==> src/design/icache_cfg.svh <==
`ifndef ICACHE_CFG_SVH
`define ICACHE_CFG_SVH

// cache geometry for a 32-bit address

// byte offset inside one 32-byte line
`define ICACHE_OFFSET_BITS 5

// eight sets per way
`define ICACHE_INDEX_BITS 3

// what is left of the address above index and offset
`define ICACHE_TAG_BITS 24

// words per line and the number of sets walked by a flush
`define ICACHE_WORDS 8

`endif

==> src/design/icache_pkg.sv <==
`default_nettype none

package icache_pkg;

	// controller states
	typedef enum logic [1:0] {
		ST_IDLE,
		ST_REFILL,
		ST_RESPOND,
		ST_FLUSH
	} icache_state_t;

	// beat / flush counter opcodes
	typedef enum logic [1:0] {
		CNT_HOLD,
		CNT_CLEAR,
		CNT_STEP
	} count_op_t;

endpackage

`default_nettype wire

==> src/design/icache_beat_counter.sv <==
`default_nettype none

`include "icache_cfg.svh"

module icache_beat_counter (
	input  logic                               clk,
	input  logic                               reset,
	input  icache_pkg::count_op_t              count_op,
	output logic [$clog2(`ICACHE_WORDS)-1:0]   count_value,
	output logic                               count_last
);
	import icache_pkg::*;

	localparam int CW = $clog2(`ICACHE_WORDS);
	localparam logic [CW-1:0] LAST = CW'(`ICACHE_WORDS - 1);

	// refill beat number or set index while flushing
	always_ff @(posedge clk) begin
		if (reset) begin
			count_value <= '0;
		end else begin
			case (count_op)
				CNT_CLEAR: count_value <= '0;
				CNT_STEP:  count_value <= count_value + 1'b1;
				default:   count_value <= count_value;
			endcase
		end
	end

	assign count_last = (count_value == LAST);

endmodule

`default_nettype wire

==> config.mk <==
export PLATFORM = sky130hd
export DESIGN_NAME = icache_beat_counter
export DESIGN_NICKNAME = d
export VERILOG_FILES = /design/src/design/icache_pkg.sv /design/src/design/icache_beat_counter.sv
export VERILOG_INCLUDE_DIRS = /design/src /design/src/design
export SDC_FILE = /design/constraint.sdc
export NUM_CORES = 1
export LEC_CHECK = 0
export BUFFER_PORTS_ARGS = -buffer_cell sky130_fd_sc_hd__clkbuf_2
export CAP_MARGIN = 10
export CORE_AREA = 3 3 40 42
export DETAILED_ROUTE_END_ITERATION = 8
export DIE_AREA = 0 0 43 45
export HOLD_SLACK_MARGIN = 0.06
export SETUP_SLACK_MARGIN = 0.1
export SLEW_MARGIN = 40
export SYNTH_ARGS = -nofsm -noshare
export SYNTH_HDL_FRONTEND = slang
export SYNTH_SLANG_ARGS = --single-unit
export TNS_END_PERCENT = 10
==> constraint.sdc <==
create_clock -name clk -period 2.5 [get_ports clk]
set_input_delay 0.5 -clock clk [delete_from_list [all_inputs] [get_ports clk]]
set_output_delay 0.5 -clock clk [all_outputs]
set_load 0.05 [all_outputs]
* Word level (Yosys, flattened, before mapping)
Index checks and enable logic that the tools add are counted.
** Storage, ports and cells
- RAM bits :: 0
- Flip-flop bits (word level) :: 3
- Memories kept :: 0
- Bits in latches :: 0
- Memory bits (read-only) :: 0
** Cells by class
- Shift-type cells :: 0
- Reduce and logical (&&, ||, !) cells :: 1
- Muxes and demuxes :: 1
- $lt $le $gt $ge :: 0
- Div/mod/pow operators :: 0
- $mul :: 0
- $add $sub $neg :: 1
- Equality and inequality tests :: 3
- Bitwise logic cells :: 0
** Operators by type and width (count)
- one-hot mux 3 bit (2 select lines) :: 1
- adder 3 x 1 -> 3 bit, second input constant :: 1
- equality test 3 bit, second input constant :: 1
- equality test 2 x 1 -> 1 bit, second input constant :: 1
- equality test 2 bit, second input constant :: 1
- nonzero test 2 bit :: 1

* Depth between registers and ports, before layout
Gate-level depths: netlist (run 1).
- Depth in word-level cells :: 2
- Depth in mapped cells :: 4
- Depth with buffers taken out :: 4

* Least setup slack after synthesis (run 1)
Ideal clock, no wire load.
- Path kind :: register to output
- Start point :: register count_value[0]
- End point :: output count_last
- Setup slack :: 0.679 ns
- Data required time :: 2.000 ns
- Cell stages (with the launch flop) :: 3
- Arrival :: 1.321 ns
- Buffers on the path :: 0
- Path through :: dfxtp_1 > ha_1 > ha_1
** Between the ends
- Word-level cells in the longest chain between the ends :: 1
** RTL lines
- start, declared :: RTL line icache_beat_counter.sv:9 : output logic [$clog2(`ICACHE_WORDS)-1:0] count_value,
- start signal, assigned :: RTL line icache_beat_counter.sv:24 : CNT_STEP: count_value <= count_value + 1'b1;
- start signal, assigned :: RTL line icache_beat_counter.sv:25 : default: count_value <= count_value;
- equality test 3 bit :: RTL line icache_beat_counter.sv:30 : assign count_last = (count_value == LAST);
- end, declared :: RTL line icache_beat_counter.sv:10 : output logic count_last
Every way passes these cells.

* Worst setup path after layout (run 1)
Same ends and word-level chain as after synthesis.

==> results.py, run 1 <==
metrics = {
    "status": {
        "status": "finished clean",
    },
    "worst_setup_path": {
        "critical_path.max_fanout": 4,
        "critPathBufInv": 1,
        "required_ps": 2000,
        "crit_top_cell": "ha_1",
        "cp-start-kind": "register",
        "crit_path_end_kind": "primary output",
        "critPathSlowestCell": "dfxtp_1",
        "critPathTopFamily": "adder cells",
        "critPathArrivalTime_ps": 1160,
        "worst_path_largest_cell_delay_ps": 320,
        "path_class": "register to primary output",
        "crit_chain": "ha_1 -> ha_1 -> clkbuf_2",
    },
    "cells_and_area": {
        "insertedDiodeCount": 0,
        "finalCoreUtilization_pct": 18.0,
        "final_cells": 42,
        "largest_reg_flops": 3,
        "areaGrowthSynthToFinish_pct": 52.9,
        "top_regs": "count_value: 3 flops",
        "drive_gt1_share_pct": 37.0,
        "regMostFlops": "count_value",
        "nNetsFinal": 35,
    },
    "synth": {
        "yosys-mux-area-fraction_pct": 0,
        "synth_xor_area_share_pct": 0,
        "synth-simple-area-share_pct": 23.1,
        "synth_area_per_cell_sq_um": 9.46,
        "synth_area_leaders": "dfxtp_1 40%, ha_1 25%, a21oi_1 9.9%",
        "synth_warnings": 0,
        "synth_nets": 23,
        "synth_compound_area_share_pct": 9.92,
        "ys_seq_elements": 3,
        "yosys.area.top_type": "dfxtp_1",
        "ys_seq_area_share_pct": 39.7,
        "synth_top_family_by_area": "adder cells",
        "syn-instance-count": 16,
        "synthAdderAreaFrac_pct": 24.8,
        "yosysUniqueCellTypes": 7,
        "syn_area_sq_um": 151,
        "synth_top_cell_area_share_pct": 39.7,
    },
    "power_and_ir_drop": {
        "share_comb_of_total_power_pct": 9.6,
        "p_sw_mw": 0.0339,
        "powerDensity_mw_per_mm2": 643,
        "p_int_mw": 0.115,
        "power.clock.fraction_pct": 56.8,
        "switching_share_pct": 22.8,
        "fin_total_pwr_mw": 0.149,
        "irDropWorstVdd_mv": 0.199,
        "seqPwrFrac_pct": 33.6,
        "p_leak_nw": 0.115,
    },
    "route": {
        "viasPerCell": 3.60,
        "wirelength_um": 314,
        "drtPass1Iterations": 3,
        "drtAntennaViolNets": 0,
        "drc": 0,
        "drt-wirelength-per-cell_um": 7.48,
        "drt_iter0_markers": 2,
        "via_count": 151,
    },
    "worst_hold_path": {
        "hold_class": "input port to register",
    },
    "sta": {
        "fin_skew_ps": 1.63,
        "hold_viol": 0,
        "finalCriticalPeriod_ps": 1660,
        "slew_headroom_pct": 81.4,
        "fin_tns_setup_ps": 0,
        "fin_crit_sh_pct": 66.6,
        "slew_violations": 0,
        "worstMarginPinSlew_ps": 281,
        "rsz0062_at_grt": "no",
        "setup_viol_count_final": 0,
        "max_freq_ghz": 0.601,
    },
    "grt": {
        "overflow": 0,
        "grt_pass1_vias": 144,
        "grtUsageTotal_pct": 5.07,
        "antenna_found_initial": 0,
        "grt_start_max_net_pins": 7,
        "grt_pass1_wl_um": 600,
    },
    "floorplan": {
        "io_pins": 8,
        "rows": 13,
        "die_area_sq_mm": 0.00194,
        "core_area_sq_mm": 0.00128,
        "initial_utilization_pct": 11.8,
        "dieWidth_um": 43,
        "dieHeight_um": 45,
    },
    "clocking": {
        "cts_tree": "built",
        "clk_pin_slew_ps": 40,
        "cts_setup_buffers": 0,
        "hold_buffers": 0,
        "post_cts_resized": 0,
        "clk-insertion-delay-late_ps": 230,
        "clock_path_buffers": 2,
        "cts_sinks": 3,
        "cts-root-buf": "clkbuf_4",
        "htree_num_levels": 1,
        "cts_buffers": 3,
    },
    "placed_design": {
        "place_congestion": 0.606,
        "dp.cells": 38,
        "io_buffers": 7,
        "dp_hpwl_um": 253,
    },
    "run": {
        "maxCapViolations": 0,
    },
}
## kinds of logic (layout without fill, tap and decap cells)
kind of cell,after synthesis,in the layout
AO/OA/AOI/OAI,3,3
adder cells (fa/ha/maj),3,3
buffers and inverters,1,12
flip-flops,3,3
AND/OR/NAND/NOR,6,6
## worst register-to-register path, stage by stage (launching register included)
cell and delay [ps]:
dfxtp_1 320, ha_1 200, ha_1 260, nand3b_1 70, a21oi_1 130
## cell type report
cell class / instances / area, sq um
Inverter: 1 / 3.75
Timing Repair Buffer: 7 / 35.0
Clock buffer: 4 / 26.3
Tap cell: 15 / 18.8
Multi-Input combinational cell: 12 / 87.6
Fill cell: 144 / 1050
Sequential cell: 3 / 60.1
## power groups by stage
| stage | clock network (mW) | registers (mW) | logic [mW] |
|---|---|---|---|
| detailed placement | 0 | 0.0507 | 0.0145 |
| global placement | 0 | 0.0507 | 0.0145 |
| finish | 0.0845 | 0.0499 | 0.0143 |
| CTS | 0.0896 | 0.0499 | 0.0145 |
| floorplan | 0 | 0.0538 | 0.00630 |
| global route | 0.0931 | 0.0500 | 0.0163 |
## cells in the final DEF, fill, tap and decap left out
cell	Yosys	layout
inv_1	1	1
nand2_1	3	3
nand3b_1	2	2
clkbuf_4	0	3
or3b_1	1	1
clkbuf_2	0	7
clkbuf_1	0	1
ha_1	3	3
a21oi_1	3	3
dfxtp_1	3	3
## final timing paths
path                                     start        endpoint  slack (ps)  cells after the start
worst max register to register  count_value[0]  count_value[2]        1440                      4
worst max-delay path            count_value[0]      count_last         840                      3
worst min-delay path                     reset  count_value[0]         450                      2
worst min register to register  count_value[1]  count_value[1]         470                      2
## synthesized netlist by cell type
cell type / n
inv_1: 1
nand2_1: 3
dfxtp_1: 3
ha_1: 3
nand3b_1: 2
a21oi_1: 3
or3b_1: 1
## per-layer routing
layer  vias to the layer above  global-route usage [%]  wire length [um]
met5                         -                       0                 0
met2                         9                    3.59                85
met1                        61                    6.01               171
met4                         0                    5.42                 7
li1                         79                       -                 -
met3                         2                    5.98                49
## metrics by stage
stage                     hold slack (ps)  setup slack, ps  cell area (sq um)
after floorplan                       569              679                151
after global placement                469              970                205
after detailed placement              475              938                205
after CTS                             449              821                231
after global routing                  469              752                231
final                                 453              836                231
Note: power is estimated with default switching activity, not from simulation.
==> run 2: changes to the inputs <==
clock period = 1.6 ns   (was 2.5 ns; I/O delays follow)
==> results.py, run 2 (synthesis gave the netlist of run 1 again) <==
metrics = {
    "status": {
        "status": "finished clean",
    },
    "route": {
        "wirelength_um": 308,
        "drt_iter0_markers": 3,
        "drtAntennaViolNets": 0,
        "viasPerCell": 3.43,
        "route.met2.wl_um": 138,
        "wl_met3_um": 58,
        "m1WireLength_um": 110,
        "drtPass1Iterations": 2,
        "maxUsedRoutingLayer": "met3",
        "via_count": 144,
        "drc": 0,
        "drt-wirelength-per-cell_um": 7.33,
    },
    "clocking": {
        "clk_pin_slew_ps": 30,
        "clk-insertion-delay-late_ps": 230,
        "cts-root-buf": "clkbuf_4",
        "cts_tree": "built",
        "htree_num_levels": 1,
        "cts_setup_buffers": 0,
        "cts_sinks": 3,
        "cts_buffers": 3,
        "hold_buffers": 0,
        "clock_path_buffers": 2,
    },
    "placed_design": {
        "dp_hpwl_um": 253,
        "io_buffers": 7,
        "place_congestion": 0.613,
        "placed_cell_area_sq_um": 210,
        "dp.cells": 38,
    },
    "worst_setup_path": {
        "required_ps": 1280,
        "crit_path_end_kind": "primary output",
        "cp-start-kind": "register",
        "critical_path.max_fanout": 4,
        "path_class": "register to primary output",
        "critPathArrivalTime_ps": 1120,
    },
    "cells_and_area": {
        "final_cell_mix": "6 x clkbuf_2, 3 x nand2_1, 3 x a21oi_1, 3 x clkbuf_4",
        "insertedDiodeCount": 0,
        "fillers": 147,
        "nNetsFinal": 35,
        "multi_input_area_sq_um": 90.1,
        "areaGrowthSynthToFinish_pct": 56.2,
        "regMostFlops": "count_value",
        "finalInstanceArea_sq_um": 236,
        "final_cells": 42,
        "largest_reg_flops": 3,
        "seq_area_sq_um": 62.6,
        "mostFrequentLayoutCell": "clkbuf_2",
        "top_regs": "count_value: 3 flops",
        "drive_gt1_share_pct": 48.1,
    },
    "grt": {
        "grt_pass1_wl_um": 524,
        "overflow": 0,
        "grtUsageTotal_pct": 4.16,
        "antenna_found_initial": 0,
        "grt_start_max_net_pins": 7,
        "grt_pass1_vias": 153,
    },
    "sta": {
        "finalCriticalPeriod_ps": 1440,
        "max_freq_ghz": 0.697,
        "fin_crit_sh_pct": 89.7,
        "setup_viol_count_final": 0,
        "slew_headroom_pct": 81.1,
        "fin_skew_ps": 3.33,
        "slew_violations": 0,
        "fin_tns_setup_ps": 0,
        "hold_viol": 0,
        "rsz0062_at_grt": "no",
        "worstMarginPinSlew_ps": 284,
    },
    "power_and_ir_drop": {
        "p_int_mw": 0.180,
        "p_sw_mw": 0.0518,
        "powerDensity_mw_per_mm2": 979,
        "power.clock.fraction_pct": 56.5,
        "seqPwrFrac_pct": 33.8,
        "share_comb_of_total_power_pct": 9.6,
        "switching_share_pct": 22.4,
        "p_leak_nw": 0.114,
        "irDropWorstVdd_mv": 0.255,
    },
    "floorplan": {
        "dieWidth_um": 43,
        "die_area_sq_mm": 0.00194,
        "core_area_sq_mm": 0.00128,
        "io_pins": 8,
        "dieHeight_um": 45,
        "initial_utilization_pct": 11.8,
        "rows": 13,
    },
    "run": {
        "maxCapViolations": 0,
    },
    "worst_hold_path": {
        "hold_class": "input port to register",
    },
}
-- run 2: critical path: stages, from the launching register on --
cell and delay (ps):
dfxtp_2 340, ha_1 150, ha_2 150, buf_2 250
-- run 2: path summary, 6_finish.rpt --
check	cells after the start	from	slack [ps]	end
worst max-delay path	3	count_value[0]	160	count_last
worst min-delay path	2	reset	270	count_value[0]
worst max register to register	4	count_value[0]	500	count_value[2]
worst min register to register	2	count_value[1]	460	count_value[1]
-- run 2: metrics by stage --
| stage | power [mW] | hold WS (ps) | setup slack [ps] | utilization, % |
|---|---|---|---|---|
| 2_1_floorplan | 0.0942 | 382 | 204 | - |
| 3_3_place_gp | 0.102 | 460 | 232 | 16.4 |
| 3_5_place_dp | 0.102 | 460 | 231 | 16.4 |
| 4_1_cts | 0.240 | 259 | 133 | 18.4 |
| 5_1_grt | 0.251 | 272 | 104 | 18.4 |
| 6_report | 0.232 | 269 | 164 | 18.4 |
-- run 2: layout make-up --
class	count	area share, %
multi-input cells	12	38.1
flip-flops and latches	3	26.5
repair buffers	7	14.8
clock buffers	4	11.1
well taps	15	7.94
inverters	1	1.59
-- run 2: repair_timing --
| item | 4_1_cts | 5_1_grt |
|---|---|---|
| hold endpoints to repair | 0 | 0 |
| endpoints found under the setup margin | 0 | 1 |
| gates resized for setup | 0 | 1 |
-- run 2: power groups by stage --
stage / Combinational, mW / Clock (mW) / Sequential [mW]
after global placement: 0.0224 / 0 / 0.0795
after global routing: 0.0253 / 0.147 / 0.0784
after CTS: 0.0227 / 0.139 / 0.0783
after detailed placement: 0.0226 / 0 / 0.0794
after floorplan: 0.00985 / 0 / 0.0844
final: 0.0223 / 0.131 / 0.0784
-- run 2: routing by layer --
metal  global-route usage (%)  vias to the layer above
li1                         -                       79
met1                     3.61                       57
met2                     4.79                        8
met3                     5.18                        0
met4                     3.61                        0
met5                        0                        -
