`config.mk`:
```
export PLATFORM = sky130hd
export DESIGN_NAME = icache_ctrl
export DESIGN_NICKNAME = d
export VERILOG_FILES = /design/src/design/icache_pkg.sv /design/src/design/icache_ctrl.sv
export VERILOG_INCLUDE_DIRS = /design/src /design/src/design
export SDC_FILE = /design/constraint.sdc
export NUM_CORES = 1
export LEC_CHECK = 0
export BUFFER_PORTS_ARGS = -buffer_cell sky130_fd_sc_hd__buf_4
export CORE_AREA = 2 2 39 41
export CTS_BUF_LIST = sky130_fd_sc_hd__clkbuf_8 sky130_fd_sc_hd__clkbuf_16
export CTS_CLUSTER_SIZE = 10
export DETAILED_ROUTE_END_ITERATION = 12
export DIE_AREA = 0 0 41 43
export GPL_ROUTABILITY_DRIVEN = 0
export SLEW_MARGIN = 15
export SYNTH_ARGS = -nofsm -noshare
export SYNTH_HDL_FRONTEND = slang
export SYNTH_SLANG_ARGS = --single-unit
```
`constraint.sdc`:
```
create_clock -name clk -period 2.3 [get_ports clk]
set_input_delay 0.46 -clock clk [delete_from_list [all_inputs] [get_ports clk]]
set_output_delay 0.46 -clock clk [all_outputs]
set_load 0.02 [all_outputs]
```
`src/design/icache_cfg.svh`:
```
`ifndef ICACHE_CFG_SVH
`define ICACHE_CFG_SVH

// cache geometry for a 32-bit address

// byte offset inside one 32-byte line
`define ICACHE_OFFSET_BITS 5

// eight sets per way
`define ICACHE_INDEX_BITS 3

// what is left of the address above index and offset
`define ICACHE_TAG_BITS 24

// words per line and the number of sets walked by a flush
`define ICACHE_WORDS 8

`endif

```
`src/design/icache_pkg.sv`:
```
`default_nettype none

package icache_pkg;

	// controller states
	typedef enum logic [1:0] {
		ST_IDLE,
		ST_REFILL,
		ST_RESPOND,
		ST_FLUSH
	} icache_state_t;

	// beat / flush counter opcodes
	typedef enum logic [1:0] {
		CNT_HOLD,
		CNT_CLEAR,
		CNT_STEP
	} count_op_t;

endpackage

`default_nettype wire

```
`src/design/icache_ctrl.sv`:
```
`default_nettype none

`include "icache_cfg.svh"

module icache_ctrl (
	input  logic                  clk,
	input  logic                  reset,
	input  logic                  flush,
	input  logic                  s2_valid,
	input  logic                  hit,
	input  logic                  count_last,
	input  logic                  wb_ack,
	output logic                  idle_ready,
	output icache_pkg::count_op_t count_op,
	output logic                  wb_cyc,
	output logic                  wb_stb,
	output logic                  beat_take,
	output logic                  fill_write,
	output logic                  respond,
	output logic                  flush_clear
);
	import icache_pkg::*;

	icache_state_t state;
	icache_state_t state_next;
	logic          flush_take;

	// flush only starts with stage 2 empty
	assign flush_take = flush && !s2_valid;

	always_ff @(posedge clk) begin
		if (reset) begin
			// walk all sets once so valid and lru start clean
			state <= ST_FLUSH;
		end else begin
			state <= state_next;
		end
	end

	always_comb begin
		state_next  = state;
		idle_ready  = 1'b0;
		count_op    = CNT_CLEAR;
		wb_cyc      = 1'b0;
		wb_stb      = 1'b0;
		beat_take   = 1'b0;
		fill_write  = 1'b0;
		respond     = 1'b0;
		flush_clear = 1'b0;

		case (state)
			ST_IDLE: begin
				// no new request on the edge that takes a flush
				idle_ready = !flush_take;
				if (flush_take) begin
					state_next = ST_FLUSH;
				end else if (s2_valid && !hit) begin
					state_next = ST_REFILL;
				end
			end

			ST_REFILL: begin
				wb_cyc    = 1'b1;
				wb_stb    = 1'b1;
				beat_take = wb_ack;
				if (wb_ack && count_last) begin
					// park on the last beat so it marks the write cycle
					count_op   = CNT_HOLD;
					state_next = ST_RESPOND;
				end else if (wb_ack) begin
					count_op = CNT_STEP;
				end else begin
					count_op = CNT_HOLD;
				end
			end

			ST_RESPOND: begin
				// first cycle writes the line and the second returns the word
				if (count_last) begin
					fill_write = 1'b1;
				end else begin
					respond    = 1'b1;
					state_next = ST_IDLE;
				end
			end

			ST_FLUSH: begin
				flush_clear = 1'b1;
				if (count_last) begin
					state_next = ST_IDLE;
				end else begin
					count_op = CNT_STEP;
				end
			end

			default: state_next = ST_IDLE;
		endcase
	end

endmodule

`default_nettype wire

```
# --- After elaboration in Yosys (flattened, before gate mapping) ---
# Index checks and enable logic that the tools add are counted.
totals:
  memories: 0
  reg_bits: 2
  mem_bits_ro: 0
  ram_bits: 0
  in_bits: 7
  word_cells: 34
  output_inout_bits: 9
  latch_bits: 0
classes:
  shifts: 0
  multipliers: 0
  n_lt_le_gt_ge: 0
  bitwise_logic: 0
  div_mod_pow: 0
  n_reduce_logical: 8
  eq_ne: 7
  addsub: 0
  mux: 18
op_table:
  columns: ["op", "n"]
  rows:
  - ["2-bit two-way mux", 8]
  - ["1-bit two-way mux", 8]
  - ["2-bit one-hot mux with 4 select lines", 1]
  - ["2-bit inequality test, second input constant", 3]
  - ["2-bit equality test, second input constant", 2]
  - ["2-bit one-hot mux with 2 select lines", 1]
  - ["4-bit AND reduction", 1]
  - ["1-bit logical AND", 3]
  - ["1-bit zero test", 3]
  - ["3-bit inequality test, second input constant", 1]
  - ["2-bit by 1-bit equality test with 1-bit output, second input constant", 1]
  - ["2-bit zero test", 1]

# --- Logic depth before layout (Yosys ltp) ---
# Gate-level depths: netlist of run 1.
logic_depth:
  depth_word: 5
  ltp_mapped: 4
  depth_no_buf: 3

# --- Least setup slack after synthesis of run 1 ---
# No wires, ideal clock.
synth_timing:
  path_type: "in2out"
  start: "input s2_valid"
  end: "output idle_ready"
  path_buffers: 0
  path_slack_ns: 0.751
  t_required_ns: 1.840
  path_stages: 2
  arrival_time_ns: 1.089
  path_cell_list: "nand2b_1 > nor3b_1"
synth_via:
  elab_chain_len: 4
synth_rtl:
  columns: ["element", "line", "source"]
  rows:
  - ["from (decl)", "icache_ctrl.sv:9", "input logic s2_valid,"]
  - ["1-bit zero test", "icache_ctrl.sv:29", "assign flush_take = flush && !s2_valid;"]
  - ["1-bit logical AND", "icache_ctrl.sv:29", null]
  - ["1-bit zero test", "icache_ctrl.sv:54", "idle_ready = !flush_take;"]
  - ["1-bit two-way mux", "icache_ctrl.sv:51", "case (state)"]
  - ["to (decl)", "icache_ctrl.sv:13", "output logic idle_ready,"]
# No other way between the ends.

# --- Worst setup path in the final report of run 1 ---
layout_timing:
  start: "register state[1]"
  end: "output beat_take"
layout_via:
  elab_chain_len: 2
layout_rtl:
  columns: ["element", "line", "source"]
  rows:
  - ["from (decl)", "icache_ctrl.sv:24", "icache_state_t state;"]
  - ["from (signal assigned)", "icache_ctrl.sv:36", "state <= state_next;"]
  - ["2-bit by 1-bit equality test with 1-bit output", "icache_ctrl.sv:51", null]
  - ["1-bit two-way mux", "icache_ctrl.sv:51", null]
  - ["to (decl)", "icache_ctrl.sv:17", "output logic beat_take,"]
# No other way between the ends.

==> results of run 1 <==
[kinds of logic (layout without fill, tap and decap cells)]
kind of cell	count (synthesis)	after routing	synth area share (%)
AND/OR/NAND/NOR	14	14	41.0
buffers and inverters	3	18	13.0
flip-flops	2	2	19.9
AO/OA/AOI/OAI	7	7	26.1
[report_power, final]
part           total [mW]  switching [mW]  internal (mW)
Clock               0.137          0.0260          0.110
Combinational      0.0709          0.0345         0.0364
Sequential         0.0489          0.0103         0.0386
Total               0.256          0.0708          0.186
[cells in the mapped netlist]
cell type,count
sky130_fd_sc_hd__a21oi_1,1
sky130_fd_sc_hd__nor3b_1,3
sky130_fd_sc_hd__and2_1,2
sky130_fd_sc_hd__o21ai_1,1
sky130_fd_sc_hd__and2b_1,1
sky130_fd_sc_hd__nor2_1,2
sky130_fd_sc_hd__buf_4,2
sky130_fd_sc_hd__dfxtp_1,2
sky130_fd_sc_hd__nand2_1,3
sky130_fd_sc_hd__a2111oi_1,1
sky130_fd_sc_hd__a211o_1,1
sky130_fd_sc_hd__a21o_1,1
sky130_fd_sc_hd__buf_6,1
sky130_fd_sc_hd__o21ai_2,1
sky130_fd_sc_hd__nand2b_1,2
sky130_fd_sc_hd__o211ai_1,1
sky130_fd_sc_hd__and3b_1,1
[through the flow]
step	power [mW]	util (%)	hold slack [ns]	instance area (um^2)
detailed placement	0.121	22.2	0.654	308
global route	0.272	25.2	0.445	349
floorplan	0.0937	-	0.546	201
CTS	0.262	25.2	0.435	349
global placement	0.119	22.2	0.631	308
finish	0.256	25.2	0.437	349
[routing by layer]
metal  track usage, %  wire length, um  up-vias  part of all wire (%)
met5                0                0        -                     0
met4             4.00                0        0                     0
met3             6.81               80        0                    15
met2             7.19              211       15                    40
met1             7.01              237       93                    45
li1                 -                -      120                     -
[how the worst max path moves through the flow]
| stage | startpoint | end | slack [ns] |
|---|---|---|---|
| detailed placement | state[1] | beat_take | 0.76 |
| global route | state[1] | beat_take | 0.48 |
| finish | state[1] | beat_take | 0.54 |
| floorplan | s2_valid | idle_ready | 0.75 |
| CTS | state[1] | beat_take | 0.54 |
| global placement | state[1] | beat_take | 0.79 |
[cell type report]
type | instances | area [um^2] | area share (%)
multi-input cells | 21 | 135 | 38.7
flip-flops and latches | 2 | 40.0 | 11.5
repair buffers | 15 | 113 | 32.3
well taps | 16 | 20.0 | 5.73
clock buffers | 3 | 41.3 | 11.8
==> results_dict.tcl, run 1 <==
set metrics [dict create \
    worstSetupEndpointType "output pin" \
    power_per_cell_area_mw_per_mm2 734 \
    start_util_pct 14.6 \
    static-leakage-power_nw 0.169 \
    place_worst_setup_slack_ns 0.763 \
    netlist_instances 26 \
    path_delay_family "flip-flops" \
    report.final.setup_viol 0 \
    largest_register_ffs 2 \
    route.final.wire_length_um 529 \
    highest_net_fanout_along_the_worst_path 13 \
    largestRegisters "state: 2 flops" \
    floorplan.io_pins 16 \
    detail_route.wl_per_cell_um 9.28 \
    crit_arrival_ns 1.30 \
    ys_top_cells_by_area "sky130_fd_sc_hd__dfxtp_1 (20%), sky130_fd_sc_hd__nor3b_1 (11%), sky130_fd_sc_hd__buf_4 (7.5%)" \
    first_iter_violations 9 \
    timing.critical_path.buf_inv 1 \
    clock.fmax_mhz 569 \
    grt_util_all_layers_pct 6.41 \
    design.final.nets 50 \
    buffer_ports.inserted 15 \
    num-fill-cells 160 \
    required_ns 1.84 \
    synth-seq-area-share_pct 19.9 \
    max_flop_register "state" \
    placeableCoreArea_mm2 0.00138 \
    detail_route.drc_violations 0 \
    synth.cell_area_um2 201 \
    floorplan.die.width_um 41 \
    worst_slack_ns 0.541 \
    grt_antenna_before_repair 0 \
    rows 14 \
    timing.critical_path.slowest_cell_delay_ns 0.54 \
    dr_total_vias 228 \
    fin_tns_setup_ns 0 \
    layout_common_cells "sky130_fd_sc_hd__buf_4 (15), sky130_fd_sc_hd__nor3b_1 (3), sky130_fd_sc_hd__nand2_1 (3), sky130_fd_sc_hd__clkbuf_8 (3)" \
    drt-pass1-iter-count 4 \
    grt_setup_unrepaired "no" \
    r2r-end "state[0]" \
    worst_setup_hold_path_clk_slew_ns 0.03 \
    clock_tree.buffer_depth 2 \
    synth_area_leader_cell "sky130_fd_sc_hd__dfxtp_1" \
    cts_sinks 2 \
    reg2reg_slack_ns 1.25 \
    post_cts_hold_buffer_count 0 \
    postCtsSetupRepairBufs 0 \
    synth_top_area_share_pct 19.9 \
    status "finished, final reports clean" \
    clock_tree.htree_level_count 1 \
    synth_warnings 0 \
    worstSkewPairLatency_ns 0.21 \
    worst_hold_path_type "input port to flip-flop" \
    crit_chain "and2b_1, and2_1, buf_4" \
    min_period_over_period_pct 76.5 \
    cts-buffers-inserted 3 \
    timing.reg2reg.worst_path_depth 2 \
    worst_clock_skew_ns 0.00301 \
    grt_max_degree 14 \
    antenna_cells 0 \
    detail-route-antenna-nets 0 \
    min-delay-start "reset" \
    wire_length_of_the_first_global_routing_pass_um 710 \
    worst_hold_path.endpoint "state[1]" \
    gr-total-overflow 0 \
    power.ir.vdd_worst_mv 0.252 \
    timing_worst_slew_pin_value_ns 0.381 \
    ctsResizeCount 0 \
    dieHeight_um 43 \
    worstSetupPathType "flip-flop to output pin" \
    number_of_cells_on_the_critical_path 3 \
    cts_tree "yes" \
    root_buffer "sky130_fd_sc_hd__clkbuf_8" \
    holdPathStages 2 \
    placed_cells 54 \
    fin_cells 57 \
    route.detailed.vias_per_inst 4.00 \
    layout_cells_sized_above_1_pct 46.3 \
    final-hold-violation-count 0 \
    synth_area_per_cell_um2 7.75 \
    die-area_mm2 0.00176 \
    mostFrequentLayoutCell "sky130_fd_sc_hd__buf_4" \
    synthDistinctLibCells 17 \
    critical_path.startpoint_type "flip-flop" \
    max_cap_viols 0 \
    synth-seq-cells 2 \
    drv_slew 0 \
    area.growth.synth_to_final_pct 73.3 \
    grt_pass1_vias 194 \
    finalWorstPathRequiredPeriod_ns 1.76 \
    worst_path_max_delay_cell "sky130_fd_sc_hd__dfxtp_1" \
    synthesis.nets 33 \
    max_slew_margin_pct 74.6 \
    crit-reg2reg-launch "state[1]" \
]
Note: power is estimated with default switching activity, not from simulation.
==> inputs of run 2 (changes only) <==
clock period = 1.45 ns   (was 2.3 ns; I/O delays follow)
==> results_dict.tcl, run 2 (synthesis results as in run 1) <==
set metrics [dict create \
    worstSetupPathType "flip-flop to output pin" \
    finalWorstPathRequiredPeriod_ns 1.37 \
    die-area_mm2 0.00176 \
    min_period_over_period_pct 94.4 \
    detail_route.drc_violations 0 \
    route.final.wire_length_um 539 \
    highest_net_fanout_along_the_worst_path 7 \
    rows 14 \
    critical_path.startpoint_type "flip-flop" \
    timing.critical_path.buf_inv 1 \
    static-leakage-power_nw 0.173 \
    root_buffer "sky130_fd_sc_hd__clkbuf_8" \
    pwr-share-comb_pct 29.4 \
    grt_util_all_layers_pct 7.61 \
    p_sw_share_pct 27.8 \
    path_delay_family "flip-flops" \
    hpwlAfterDp_um 402 \
    dr_total_vias 236 \
    cts_sinks 2 \
    drt-pass1-iter-count 2 \
    post-route-util_pct 25.9 \
    place_worst_setup_slack_ns 0.227 \
    largestRegisters "state: 2 flops" \
    worst_hold_slack_ns 0.267 \
    max_cap_viols 0 \
    max_slew_margin_pct 74.1 \
    timing.reg2reg.worst_path_depth 3 \
    worst_setup_path_startpoint "state[1]" \
    first_iter_violations 2 \
    detail_route.wl_per_cell_um 9.29 \
    layout_common_cells "sky130_fd_sc_hd__buf_4 (16), sky130_fd_sc_hd__nor3b_1 (3), sky130_fd_sc_hd__nand2_1 (3), sky130_fd_sc_hd__clkbuf_8 (3)" \
    route.detailed.vias_per_inst 4.07 \
    crit_chain "and2b_1, and2_1, buf_4" \
    worst_clock_skew_ns 0.000380 \
    placeableCoreArea_mm2 0.00138 \
    floorplan.die.width_um 41 \
    number_of_cells_on_the_critical_path 3 \
    seqPwrFrac_pct 17.7 \
    r2r-end "state[0]" \
    buffer_ports.inserted 15 \
    detail-route-antenna-nets 0 \
    grt_antenna_before_repair 0 \
    num-fill-cells 158 \
    worstSetupEndpointType "output pin" \
    grt_setup_unrepaired "no" \
    start_util_pct 14.6 \
    holdPathStages 2 \
    clock.fmax_mhz 731 \
    final-seq-area_um2 42.5 \
    status "finished, final reports clean" \
    worst_path_max_delay_cell "sky130_fd_sc_hd__dfxtp_2" \
    worstSkewPairLatency_ns 0.21 \
    required_ns 1.16 \
    totalPowerFinal_uw 415 \
    max_flop_register "state" \
    floorplan.io_pins 16 \
    wire_length_of_the_first_global_routing_pass_um 786 \
    dieHeight_um 43 \
    power_per_cell_area_mw_per_mm2 1160 \
    final-hold-violation-count 0 \
    p_sw_uw 116 \
    design.final.nets 51 \
    clock_power_share_pct 52.9 \
    p_int_uw 300 \
    largest_register_ffs 2 \
    timing_worst_slew_pin_value_ns 0.388 \
    clock_tree.htree_level_count 1 \
    worst_hold_path_type "input port to flip-flop" \
    grt_pass1_vias 212 \
    worst_slack_ns 0.0812 \
    fin_tns_setup_ns 0 \
    reg2reg_slack_ns 0.36 \
    worst_setup_hold_path_clk_slew_ns 0.03 \
    cts_tree "yes" \
    crit-reg2reg-launch "state[1]" \
    antenna_cells 0 \
    grt_max_degree 12 \
    multi_input_area_um2 135 \
    critical_path.endpoint "beat_take" \
    crit_arrival_ns 1.08 \
    timing.critical_path.slowest_cell_delay_ns 0.36 \
    gr-total-overflow 0 \
    layout_cells_sized_above_1_pct 52.4 \
    report.final.setup_viol 0 \
    mostFrequentLayoutCell "sky130_fd_sc_hd__buf_4" \
    clock_tree.buffer_depth 2 \
    power.ir.vdd_worst_mv 0.292 \
    drv_slew 0 \
    area.growth.synth_to_final_pct 78.3 \
    cts-buffers-inserted 3 \
]
[run 2: layout make-up]
cell class	instances	area share (%)
flip-flops and latches	2	11.8
clock buffers	3	11.5
multi-input cells	21	37.6
repair buffers	16	33.4
well taps	16	5.57
[run 2: routing by layer]
layer	global-route usage, %	wire length (um)	vias up
met3	4.71	58	2
met5	0	0	-
met4	10.0	4	0
li1	-	-	123
met2	9.38	259	11
met1	7.01	217	100
[run 2: power by group through the flow]
stage               sequential [mW]  combinational, mW  clock (mW)
CTS                          0.0725              0.123       0.229
finish                       0.0735              0.122       0.220
global placement             0.0720              0.122           0
floorplan                    0.0656             0.0830           0
detailed placement           0.0725              0.123           0
global route                 0.0748              0.133       0.232
[run 2: worst min-delay path by stage]
stage          startpoint  slack [ns]  endpoint
6_report            reset        0.27  state[1]
5_1_grt             reset        0.28  state[1]
4_1_cts             reset        0.27  state[1]
3_5_place_dp        reset        0.49  state[1]
3_3_place_gp        reset        0.48  state[1]
2_1_floorplan       reset        0.38  state[1]
[run 2: what timing repair did]
action | CTS | global route
cloned | 0 | 0
resized for setup | 1 | 1
setup buffers | 0 | 0
endpoints found under the hold margin | 0 | 0
endpoints found under the setup margin | 1 | 2
hold buffers | 0 | 0
[run 2: through the flow]
| stage | cells | cell area (um^2) |
|---|---|---|
| detailed placement | 55 | 315 |
| global placement | 55 | 315 |
| finish | 58 | 359 |
| CTS | 58 | 358 |
| floorplan | 26 | 201 |
| global route | 58 | 359 |
==> inputs of run 3 (changes only) <==
CELL_PAD_IN_SITES_DETAIL_PLACEMENT = 1   (was not set)
CELL_PAD_IN_SITES_GLOBAL_PLACEMENT = 1   (was not set)
PLACE_DENSITY_LB_ADDON = 0.1   (was not set)
==> results_dict.tcl, run 3 (synthesis results as in run 1) <==
set metrics [dict create \
    clock_tree.htree_level_count 1 \
    worst_clock_skew_ns 0.000212 \
    layout_cells_sized_above_1_pct 52.4 \
    floorplan.io_pins 16 \
    clock_tree.buffer_depth 2 \
    area.growth.synth_to_final_pct 79.5 \
    placeableCoreArea_mm2 0.00138 \
    floorplan.die.width_um 41 \
    start_util_pct 14.6 \
    p_sw_uw 114 \
    grt_util_all_layers_pct 8.10 \
    grt_setup_unrepaired "no" \
    route.detailed.vias_per_inst 4.21 \
    largestRegisters "state: 2 flops" \
    grt_pass1_vias 235 \
    fin_tns_setup_ns 0 \
    max_flop_register "state" \
    rows 14 \
    buffer_ports.inserted 15 \
    crit-reg2reg-launch "state[1]" \
    static-leakage-power_nw 0.174 \
    detail_route.wl_per_cell_um 10.0 \
    root_buffer "sky130_fd_sc_hd__clkbuf_8" \
    worst_slack_ns 0.0612 \
    p_sw_share_pct 27.7 \
    highest_net_fanout_along_the_worst_path 10 \
    place_worst_setup_slack_ns 0.141 \
    mostFrequentLayoutCell "sky130_fd_sc_hd__buf_4" \
    cts-buffers-inserted 3 \
    first_iter_violations 0 \
    crit_arrival_ns 1.10 \
    cts_tree "yes" \
    clock.fmax_mhz 720 \
    totalPowerFinal_uw 414 \
    antenna_cells 0 \
    route.final.wire_length_um 582 \
    postCtsSetupRepairBufs 0 \
    worst_hold_path.endpoint "state[1]" \
    clock_power_share_pct 52.4 \
    worstSkewPairLatency_ns 0.21 \
    power_per_cell_area_mw_per_mm2 1140 \
    holdPathStages 2 \
    timing_worst_slew_pin_value_ns 0.333 \
    ctsResizeCount 2 \
    layout_common_cells "sky130_fd_sc_hd__buf_4 (16), sky130_fd_sc_hd__nor3b_1 (3), sky130_fd_sc_hd__nand2_1 (3), sky130_fd_sc_hd__clkbuf_8 (3)" \
    status "finished, final reports clean" \
    num-fill-cells 182 \
    final-hold-violation-count 0 \
    hpwlAfterDp_um 441 \
    wire_length_of_the_first_global_routing_pass_um 910 \
    grt_antenna_before_repair 0 \
    worst_hold_path_type "input port to flip-flop" \
    die-area_mm2 0.00176 \
    required_ns 1.16 \
    cts_sinks 2 \
    largest_register_ffs 2 \
    worst_setup_hold_path_clk_slew_ns 0.03 \
    pwr-share-comb_pct 29.2 \
    worstSetupPathType "flip-flop to output pin" \
    critical_path.startpoint_type "flip-flop" \
    detail_route.drc_violations 0 \
    min_period_over_period_pct 95.8 \
    detail-route-antenna-nets 0 \
    r2r-end "state[0]" \
    grt_max_degree 12 \
    max_slew_margin_pct 77.8 \
    gr-total-overflow 0 \
    drt-pass1-iter-count 1 \
    max_cap_viols 0 \
    seqPwrFrac_pct 18.4 \
    reg2reg_slack_ns 0.48 \
    min-delay-start "reset" \
    dieHeight_um 43 \
    design.final.nets 51 \
    finalWorstPathRequiredPeriod_ns 1.39 \
    post_cts_hold_buffer_count 0 \
    worstSetupEndpointType "output pin" \
    timing.reg2reg.worst_path_depth 3 \
    p_int_uw 299 \
    drv_slew 0 \
    report.final.setup_viol 0 \
    power.ir.vdd_worst_mv 0.552 \
    dr_total_vias 244 \
]
## run 3: cell counts in the layout (fill, tap and decap cells not counted)
No cell type changed its count.
## run 3: layer usage
layer | wire length [um] | share of wire (%) | GRT usage (%)
met5 | 0 | 0 | 0
met1 | 218 | 37 | 7.94
met4 | 19 | 3.3 | 8.00
met3 | 63 | 11 | 4.19
met2 | 281 | 48 | 11.3
## run 3: power groups by stage
stage                     clock network (mW)  logic (mW)  registers [mW]
after floorplan                            0      0.0830          0.0656
after global placement                     0       0.121          0.0752
after detailed placement                   0       0.122          0.0757
after CTS                              0.225       0.123          0.0765
after global routing                   0.233       0.132          0.0785
final                                  0.217       0.121          0.0761
## run 3: layout make-up
class / instances / area, um^2 / area share [%]
timing repair buffer: 16 / 120 / 33.2
sequential: 2 / 45.0 / 12.5
clock buffer: 3 / 41.3 / 11.4
multi-input combinational: 21 / 135 / 37.4
tap: 16 / 20.0 / 5.54
## run 3: worst max-delay path by stage
stage          startpoint     endpoint  slack, ns  cells past startpoint
4_1_cts          state[1]    beat_take       0.02                      3
5_1_grt          state[1]    beat_take      0.009                      3
3_3_place_gp     state[1]    beat_take       0.17                      3
6_report         state[1]    beat_take       0.06                      3
3_5_place_dp     state[1]    beat_take       0.14                      3
2_1_floorplan    state[1]  count_op[1]       0.11                      3
## run 3: per-stage QoR
stage	area, um^2	hold WS, ns	utilization [%]	cells
after global routing	362	0.274	26.1	58
after CTS	359	0.265	25.9	58
after global placement	315	0.475	22.8	55
after floorplan	201	0.376	-	26
after detailed placement	315	0.482	22.8	55
final	362	0.266	26.1	58
## run 3: critical path: stages (launching register included)
cell and delay (ns):
sky130_fd_sc_hd__dfxtp_4 0.38, sky130_fd_sc_hd__and2b_1 0.21, sky130_fd_sc_hd__and2_1 0.15, sky130_fd_sc_hd__buf_4 0.15
